--- src/ec_pkg.sv ---
package ec_pkg;

    localparam int range_bits = 16;
    localparam int low_bits   = 24;
    localparam int sym_bits   = 4;
    localparam int shift_bits = 5;

    typedef logic [range_bits-1:0] range_t;
    typedef logic [low_bits-1:0]   low_t;
    typedef logic [range_bits:0]   wide_t;
    typedef logic [sym_bits-1:0]   sym_t;
    typedef logic [sym_bits:0]     nsyms_t;
    typedef logic [shift_bits-1:0] shift_t;
    typedef logic [15:0]           ec_word_t;
    typedef logic [1:0]            word_flag_t;

    localparam range_t range_init = 16'h8000;

    // which low update the event needs in stage 3
    typedef enum logic [1:0] {
        mode_first  = 2'd0,
        mode_mid    = 2'd1,
        mode_bool_0 = 2'd2,
        mode_bool_1 = 2'd3
    } ec_mode_t;

    typedef struct packed {
        range_t fl;
        range_t fh;
        sym_t   symbol;
        nsyms_t nsyms;
        logic   is_bool;
    } ec_event_t;

    typedef struct packed {
        range_t fl_scaled;
        range_t fh_scaled;
        range_t term_u;
        range_t term_v;
        logic   fl_low;
        logic   is_bool;
        logic   bool_bit;
    } s1_to_s2_t;

    typedef struct packed {
        range_t   r;
        wide_t    u;
        wide_t    v;
        shift_t   d;
        ec_mode_t mode;
    } s2_to_s3_t;

    typedef struct packed {
        range_t     range;
        low_t       low;
        range_t     offs;
        word_flag_t flag;
        ec_word_t   word_1;
        ec_word_t   word_2;
    } ec_out_t;

    // range before normalization, shared by stage 2 and stage 3
    function automatic range_t ec_new_range(input s2_to_s3_t x);
        case (x.mode)
            mode_mid:    return range_t'(x.u - x.v);
            mode_bool_1: return range_t'(x.v);
            default:     return range_t'(wide_t'(x.r) - x.v);
        endcase
    endfunction

endpackage

--- src/ec_control.sv ---
`timescale 1ns/1ps

module ec_control (
    input  logic general_clk,
    input  logic reset,
    input  logic in_valid,
    output logic en_1_2,
    output logic en_2_3,
    output logic en_final,
    output logic out_valid
);

    // one valid bit per register stage
    logic [2:0] valid_q;

    always_ff @(posedge general_clk) begin
        if (reset) begin
            valid_q <= '0;
        end else begin
            valid_q <= {valid_q[1:0], in_valid};
        end
    end

    assign en_1_2    = in_valid;
    assign en_2_3    = valid_q[0];
    assign en_final  = valid_q[1];
    assign out_valid = valid_q[2];

    // ------------------------------------------------------------------------
    // checks

    // final registers only load behind an event that went through stage 2
    a_final_follows_s2: assert property (
        @(posedge general_clk) disable iff (reset)
        en_final |-> $past(en_2_3)
    );

endmodule

--- src/ec_stage_1.sv ---
`timescale 1ns/1ps

module ec_stage_1 import ec_pkg::*; #(
    parameter int min_prob = 4
) (
    input  ec_event_t ev,
    output s1_to_s2_t s1
);

    localparam int table_size = 2 ** $bits(nsyms_t);

    // multiples of min_prob, one per possible n - symbol value
    range_t min_table [table_size];

    for (genvar i = 0; i < table_size; i++) begin : g_min_table
        assign min_table[i] = range_t'(min_prob * i);
    end

    nsyms_t n_minus_sym;
    nsyms_t idx_u;
    nsyms_t idx_v;

    // n = nsyms - 1
    assign n_minus_sym = ev.nsyms - nsyms_t'(1) - nsyms_t'(ev.symbol);
    assign idx_u       = n_minus_sym + nsyms_t'(1);

    // bool mode always adds a single min_prob
    assign idx_v = ev.is_bool ? nsyms_t'(1) : n_minus_sym;

    always_comb begin
        s1.fl_scaled = ev.fl >> 6;
        s1.fh_scaled = ev.fh >> 6;
        s1.term_u    = min_table[idx_u];
        s1.term_v    = min_table[idx_v];
        s1.fl_low    = ~ev.fl[15];
        s1.is_bool   = ev.is_bool;
        s1.bool_bit  = ev.symbol[0];
    end

endmodule

--- src/ec_normalize.sv ---
`timescale 1ns/1ps

module ec_normalize import ec_pkg::*; (
    input  range_t range_in,
    output range_t range_out,
    output shift_t d
);

    // leading zeros, highest set bit wins
    always_comb begin
        d = shift_t'(range_bits);
        for (int i = 0; i < range_bits; i++) begin
            if (range_in[i]) begin
                d = shift_t'(range_bits - 1 - i);
            end
        end
    end

    assign range_out = range_in << d;

endmodule

--- src/ec_stage_2.sv ---
`timescale 1ns/1ps

module ec_stage_2 import ec_pkg::*; (
    input  logic      general_clk,
    input  logic      reset,
    input  logic      en,
    input  s1_to_s2_t s1,
    output s2_to_s3_t s2
);

    range_t range_q;
    range_t range_norm;
    range_t range_raw;
    shift_t d;

    logic [17:0] prod_u;
    logic [17:0] prod_v;
    wide_t       u;
    wide_t       v;
    ec_mode_t    mode;

    // ------------------------------------------------------------------------
    // range multiply

    assign prod_u = 18'(range_q[15:8]) * 18'(s1.fl_scaled[9:0]);
    assign prod_v = 18'(range_q[15:8]) * 18'(s1.fh_scaled[9:0]);

    assign u = wide_t'(prod_u >> 1) + wide_t'(s1.term_u);
    assign v = wide_t'(prod_v >> 1) + wide_t'(s1.term_v);

    always_comb begin
        if (s1.is_bool) begin
            mode = s1.bool_bit ? mode_bool_1 : mode_bool_0;
        end else if (s1.fl_low) begin
            mode = mode_mid;
        end else begin
            mode = mode_first;
        end
    end

    always_comb begin
        s2.r    = range_q;
        s2.u    = u;
        s2.v    = v;
        s2.d    = d;
        s2.mode = mode;
    end

    // ------------------------------------------------------------------------
    // new range and normalization

    assign range_raw = ec_new_range('{r: range_q, u: u, v: v, d: '0, mode: mode});

    ec_normalize u_normalize (
        .range_in  (range_raw),
        .range_out (range_norm),
        .d         (d)
    );

    // closes the range loop for the next event
    always_ff @(posedge general_clk) begin
        if (reset) begin
            range_q <= range_init;
        end else if (en) begin
            range_q <= range_norm;
        end
    end

    a_range_normalized: assert property (
        @(posedge general_clk) disable iff (reset)
        range_q[15]
    );

endmodule

--- src/ec_stage_3.sv ---
`timescale 1ns/1ps

module ec_stage_3 import ec_pkg::*; (
    input  logic      general_clk,
    input  logic      reset,
    input  logic      en,
    input  s2_to_s3_t s2,
    output ec_out_t   result
);

    range_t     range_q;
    low_t       low_q;
    shift_t     s_q;
    range_t     offs_q;
    word_flag_t flag_q;
    ec_word_t   word_1_q;
    ec_word_t   word_2_q;

    low_t       low_incr;
    low_t       low_sum;
    logic [5:0] s_plus_d;
    shift_t     c_first;
    shift_t     c_second;
    low_t       low_a;
    low_t       low_b;
    low_t       low_kept;
    shift_t     s_next;
    word_flag_t flag_next;
    ec_word_t   word_1_next;
    ec_word_t   word_2_next;

    // ------------------------------------------------------------------------
    // low update

    always_comb begin
        case (s2.mode)
            mode_mid:    low_incr = low_t'(s2.r) - low_t'(s2.u);
            mode_bool_1: low_incr = low_t'(s2.r) - low_t'(s2.v);
            default:     low_incr = '0;
        endcase
    end

    assign low_sum = low_q + low_incr;

    // ------------------------------------------------------------------------
    // word emission, s holds the bit count plus 9

    assign s_plus_d = {1'b0, s_q} + {1'b0, s2.d};
    assign c_first  = s_q + shift_t'(7);
    assign c_second = c_first - shift_t'(8);
    assign low_a    = low_sum & ~(low_t'('1) << c_first);
    assign low_b    = low_a & ~(low_t'('1) << c_second);

    always_comb begin
        word_1_next = '0;
        word_2_next = '0;
        if (s_plus_d >= 6'd17) begin
            flag_next   = 2'd2;
            word_1_next = ec_word_t'(low_sum >> c_first);
            word_2_next = ec_word_t'(low_a >> c_second);
            low_kept    = low_b;
            s_next      = shift_t'(s_plus_d - 6'd16);
        end else if (s_plus_d >= 6'd9) begin
            flag_next   = 2'd1;
            word_1_next = ec_word_t'(low_sum >> c_first);
            low_kept    = low_a;
            s_next      = shift_t'(s_plus_d - 6'd8);
        end else begin
            flag_next = 2'd0;
            low_kept  = low_sum;
            s_next    = shift_t'(s_plus_d);
        end
    end

    always_ff @(posedge general_clk) begin
        if (reset) begin
            range_q  <= range_init;
            low_q    <= '0;
            s_q      <= '0;
            offs_q   <= '0;
            flag_q   <= '0;
            word_1_q <= '0;
            word_2_q <= '0;
        end else if (en) begin
            range_q  <= ec_new_range(s2) << s2.d;
            low_q    <= low_kept << s2.d;
            s_q      <= s_next;
            offs_q   <= offs_q + range_t'(flag_next);
            flag_q   <= flag_next;
            word_1_q <= word_1_next;
            word_2_q <= word_2_next;
        end
    end

    always_comb begin
        result.range  = range_q;
        result.low    = low_q;
        result.offs   = offs_q;
        result.flag   = flag_q;
        result.word_1 = word_1_q;
        result.word_2 = word_2_q;
    end

    a_flag_range: assert property (
        @(posedge general_clk) disable iff (reset)
        flag_q != 2'd3
    );

endmodule

--- src/arithmetic_encoder.sv ---
`timescale 1ns/1ps

module arithmetic_encoder import ec_pkg::*; #(
    parameter int min_prob = 4
) (
    input  logic      general_clk,
    input  logic      reset,
    input  logic      in_valid,
    input  ec_event_t ev,
    output ec_out_t   result,
    output logic      out_valid
);

    logic en_1_2;
    logic en_2_3;
    logic en_final;

    s1_to_s2_t s1;
    s1_to_s2_t s1_q;
    s2_to_s3_t s2;
    s2_to_s3_t s2_q;

    ec_control u_control (
        .general_clk (general_clk),
        .reset       (reset),
        .in_valid    (in_valid),
        .en_1_2      (en_1_2),
        .en_2_3      (en_2_3),
        .en_final    (en_final),
        .out_valid   (out_valid)
    );

    // ------------------------------------------------------------------------
    // stage 1

    ec_stage_1 #(
        .min_prob (min_prob)
    ) u_stage_1 (
        .ev (ev),
        .s1 (s1)
    );

    always_ff @(posedge general_clk) begin
        if (en_1_2) begin
            s1_q <= s1;
        end
    end

    // ------------------------------------------------------------------------
    // stage 2

    ec_stage_2 u_stage_2 (
        .general_clk (general_clk),
        .reset       (reset),
        .en          (en_2_3),
        .s1          (s1_q),
        .s2          (s2)
    );

    always_ff @(posedge general_clk) begin
        if (en_2_3) begin
            s2_q <= s2;
        end
    end

    // ------------------------------------------------------------------------
    // stage 3 holds the final state registers

    ec_stage_3 u_stage_3 (
        .general_clk (general_clk),
        .reset       (reset),
        .en          (en_final),
        .s2          (s2_q),
        .result      (result)
    );

endmodule

--- config.mk ---
export PLATFORM = sky130hd
export DESIGN_NAME = arithmetic_encoder
export DESIGN_NICKNAME = d
export VERILOG_FILES = /design/src/ec_pkg.sv /design/src/ec_control.sv /design/src/ec_stage_1.sv /design/src/ec_normalize.sv /design/src/ec_stage_2.sv /design/src/ec_stage_3.sv /design/src/arithmetic_encoder.sv
export SDC_FILE = /design/constraint.sdc
export NUM_CORES = 1
export LEC_CHECK = 0
export BUFFER_PORTS_ARGS = -buffer_cell sky130_fd_sc_hd__clkbuf_2
export CORE_MARGIN = 1.5
export CORE_UTILIZATION = 55
export CTS_BUF_LIST = sky130_fd_sc_hd__clkbuf_16
export CTS_CLUSTER_SIZE = 14
export DETAILED_ROUTE_END_ITERATION = 12
export GPL_ROUTABILITY_DRIVEN = 0
export PLACE_DENSITY = 0.79
export SYNTH_ARGS = -nofsm -noshare
export SYNTH_HDL_FRONTEND = slang
export SYNTH_HIERARCHICAL = 1
export SYNTH_SLANG_ARGS = --single-unit
--- constraint.sdc ---
create_clock -name general_clk -period 23.9 [get_ports general_clk]
set_input_delay 4.78 -clock general_clk [delete_from_list [all_inputs] [get_ports general_clk]]
set_output_delay 4.78 -clock general_clk [all_outputs]
set_load 0.01 [all_outputs]
# Word level (Yosys, flattened, before mapping)
# Memories as Yosys holds them, arrays and structs flattened. A register that Yosys moved wholly into a read port is not among the register bits.
# Cells that the tools add are included.
[word_totals]
reg_bits = 194
latchBits = 0
ramBits = 0
rom_bits = 1024
inputBits = 45
output_inout_bits = 91
wordCells = 95
n_memories = 2
[classes]
n_addsub = 18
n_mul = 2
div = 0
n_lt_le_gt_ge = 2
n_eq_ne = 4
shifts = 7
n_mux = 34
n_bitwise = 7
reduce_logical = 0
[mem_list]
columns = ["memory", "depth", "width", "read_ports", "rd_ports_with_merged_regs", "wr", "line", "source"]
rows = [
  ["(no name shown)", 32, 16, 1, 1, 0, "ec_stage_1.sv:33", "s1.term_u = min_table[idx_u];"],
  ["(no name shown)", 32, 16, 1, 1, 0, "ec_stage_1.sv:34", "s1.term_v = min_table[idx_v];"],
]
[ops]
columns = ["operator", "count"]
rows = [
  ["$mux 5", 19],
  ["$mux 16", 5],
  ["$pmux 16 s2", 2],
  ["$sub 16x16->16", 4],
  ["$and 24x24->24", 2],
  ["$mux 24", 2],
  ["$not 24->24", 2],
  ["$pmux 24 s2", 1],
  ["$shl 24x5->24 const A", 2],
  ["$shr 24x5->16", 2],
  ["$mul 8x10->18", 2],
  ["$sub 16x17->18", 2],
  ["$add 17x16->17", 2],
  ["$shl 16x5->16", 2],
  ["$add 24x24->24", 1],
  ["$shl 24x5->24", 1],
  ["$add 16x2->16", 1],
  ["$not 5->6", 2],
  ["$sub 5x4->5 const B", 2],
  ["$add 5x5->6", 1],
  ["$ge 6x4->1 const B", 1],
  ["$ge 6x5->1 const B", 1],
  ["$add 5x1->5 const B", 1],
  ["$add 5x3->5 const B", 1],
  ["other kinds (8)", 13],
]

# Depth between registers and ports, before layout
[logic_depth]
ltp_word = 21
mapped_depth = 45
mapped_depth_nobuf = 43

# Hierarchy
# The synthesis kept the hierarchy.
[by_module_without_submodules]
columns = ["module", "instances", "cells_per_inst", "area_per_inst_um2", "seq_area_each_um2"]
rows = [
  ["ec_stage_3", 1, 1662, 12204.2, 1901.8],
  ["ec_stage_2", 1, 1018, 8182.8, 320.3],
  ["arithmetic_encoder", 1, 124, 3723.6, 3723.6],
  ["ec_normalize", 1, 153, 919.6, 0.0],
  ["ec_stage_1", 1, 89, 681.9, 0.0],
  ["ec_control", 1, 7, 86.3, 60.1],
]

# Least setup slack after synthesis
# OpenSTA, ideal clock, no wires.
[synth_timing]
kind = "reg2reg"
start = "reg u_stage_2.range_q[15]"
end = "reg u_stage_2.range_q[6]"
setup_ns = 0.122
arrival_ns = 8.926
required_ns = 23.778
setup_slack_ns = 14.852
stages_incl_launch_ff = 40
n_path_buf = 4
synth_period_minus_slack_ns = 9.048
cell_sequence = "dfxtp_1 -> clkbuf_1 -> nand2_1 -> fa_1 -> fa_1 -> inv_1 -> fa_1 -> inv_1 -> fa_1 -> inv_1 -> ha_1 -> o21ai_0 -> a21oi_1 -> a211oi_1 -> xnor2_1 -> ha_1 -> a21o_2 -> or3_2 -> [... 4 more ...] -> clkbuf_1 -> a41oi_1 -> nand2_1 -> a21o_1 -> a21o_1 -> or3b_1 -> mux2i_1 -> xor2_1 -> clkbuf_1 -> nor3_2 -> o21ai_1 -> o31a_1 -> buf_6 -> mux2_4 -> mux2_4 -> a22o_1 -> mux2i_1 -> nor2_1"
[synth_lines]
columns = ["element", "line", "source"]
rows = [
  ["start, declared", "ec_stage_2.sv:11", "range_t range_q;"],
  ["start signal, assigned", "ec_stage_2.sv:63", "range_q <= range_init;"],
  ["start signal, assigned", "ec_stage_2.sv:65", "range_q <= range_norm;"],
]

==> metrics.yaml <==
global_route:
  grt_pass1_wl_um: 121100
  grt_util_all_layers_pct: 31.42
  grt.overflow.total: 0
  grt_max_degree: 76
  grt_pass1_vias: 23311
  grt_antenna_before_repair: 0
clock_tree:
  cts-resized-gates: 0
  cts.sinks: 226
  cts_tree: "yes"
  cts_inserted_buffers: 27
  cts-htree-levels: 1
  post_cts_buffers: 0
  ctsHoldBuffers: 0
  clk_latency_ns: 0.57
  clock_path_buffers: 3
  root_buffer: "clkbuf_16"
  path_clk_slew_ns: 0.06
finish:
  area_delta_synth_final_pct: 6.669
  nets: 3389
  mostFrequentLayoutCells: "nor2_1 (263), nand2_1 (256), inv_1 (243), ha_1 (198), a21oi_1 (173)"
  layout-drive-gt1-share_pct: 10.94
  final_common_cell: "nor2_1"
  fillCellCount: 3951
  antenna_cells: 0
timing:
  timing.final.crit_period_ns: 10.86
  finalSetupViolations: 0
  fin_crit_sh_pct: 45.45
  rsz0062_at_grt: "false"
  finalHoldViolCount: 0
  max_slew_margin_pct: 21.48
  fin_tns_setup_ns: 0
  worst_slew_pin_slew_ns: 1.165
  finClkSkew_ns: 0.02571
  maxSlewViolCount: 0
  fmax_mhz: 92.05
floorplan:
  die_h_um: 217.7
  design.core.area_mm2: 0.04538
  boundaryPins: 136
  fp.dieArea_mm2: 0.04738
  num_rows: 78
  die_x_um: 217.7
  start_util_pct: 55.86
route:
  vias_per_cell: 6.635
  first_pass_iters: 9
  routed_wl_um: 75870
  wl_per_cell_um: 20.72
  dr_total_vias: 24289
  drc: 0
  drtAntennaViolNets: 0
  initialDrtViolationCount: 3148
yosys:
  avgSynthCellArea_um2: 8.368
  syn-cell-area_mm2: 0.02535
  ys_warn_count: 6
  synthCells: 3029
placed_design:
  place_hpwl_um: 57610
  portBuffers: 123
setup_path:
  critPathKind: "reg -> reg"
  cp_num_buf_inv: 5
  cp.arrival_ns: 11.29
  crit_path_end_kind: "flop"
  critPathMaxStageDelay_ns: 0.93
  crit_slowest_cell: "dfxtp_1"
  start_kind: "flop"
  cp.required_ns: 24.33
  worstPathMaxFanout: 23
  cpLargestDelayFamily: "compound AO/OA/AOI/OAI gates"
flow_run:
  cap_violations: 0
outcome:
  status: "finished, final reports clean"
worst_hold_path:
  holdCritPathClass: "reg -> reg"
-- worst paths after layout --
check,start,end,slack [ns],cells past startpoint
max reg2reg,u_stage_2/range_q[10],u_stage_2/range_q[13],13.04,41
min reg2reg,u_stage_3/word_1_q[15],u_stage_3/word_1_q[15],0.46,2
min,u_stage_3/word_1_q[15],u_stage_3/word_1_q[15],0.46,2
max,u_stage_2/range_q[10],u_stage_2/range_q[13],13.04,41
-- area by class of cell --
cell class              count  area (µm²)  share of cell area [%]
flip-flops and latches    226        5650                   20.90
repair buffers            152       833.3                   3.082
inverters                 243       912.1                   3.373
clock buffers              30       750.7                   2.776
well taps                 600       750.7                   2.776
clock inverters            19       176.4                  0.6525
multi-input cells        2391       17960                   66.44
-- stage by stage --
| step | util (%) | hold WS (ns) | instance area [µm²] | setup WS (ns) | instances |
|---|---|---|---|---|---|
| 2_1_floorplan | - | 0.4239 | 25430 | 14.85 | 3050 |
| 3_3_place_gp | 57.54 | 0.4415 | 26110 | 13.56 | 3612 |
| 3_5_place_dp | 57.54 | 0.4497 | 26110 | 13.35 | 3612 |
| 4_1_cts | 59.58 | 0.4629 | 27040 | 13.33 | 3661 |
| 5_1_grt | 59.58 | 0.4692 | 27040 | 12.33 | 3661 |
| 6_report | 59.58 | 0.4589 | 27040 | 13.04 | 3661 |
-- tightest hold or removal path, delay by kind of cell, from the launching register on --
family	cells	cell delay (ns)
flip-flops	1	0.32
AO/OA/AOI/OAI	1	0.06
AND/OR/NAND/NOR	1	0.04
-- registers in the layout (all words and copies together), names as in the netlist --
signal / count
s2_q: 57
s1_q: 55
u_stage_3/flag_q: 2
u_stage_2/range_q: 16
u_stage_3/word_1_q: 16
u_stage_3/range_q: 16
u_stage_3/word_2_q: 16
u_control/valid_q: 3
u_stage_3/s_q: 5
u_stage_3/offs_q: 16
u_stage_3/low_q: 24
-- per-layer routing --
metal  share of wire [%]  GRT usage (%)  vias to the layer above
met5                   0              0                        -
met4                 5.6          15.53                        0
met3                  10          5.704                      350
met2                  46          52.28                     1567
met1                  38          39.12                    11441
li1                    -              -                    10931
Power is not shown: default switching activity piles up to over one toggle a cycle in this logic, so the estimate is an artifact.
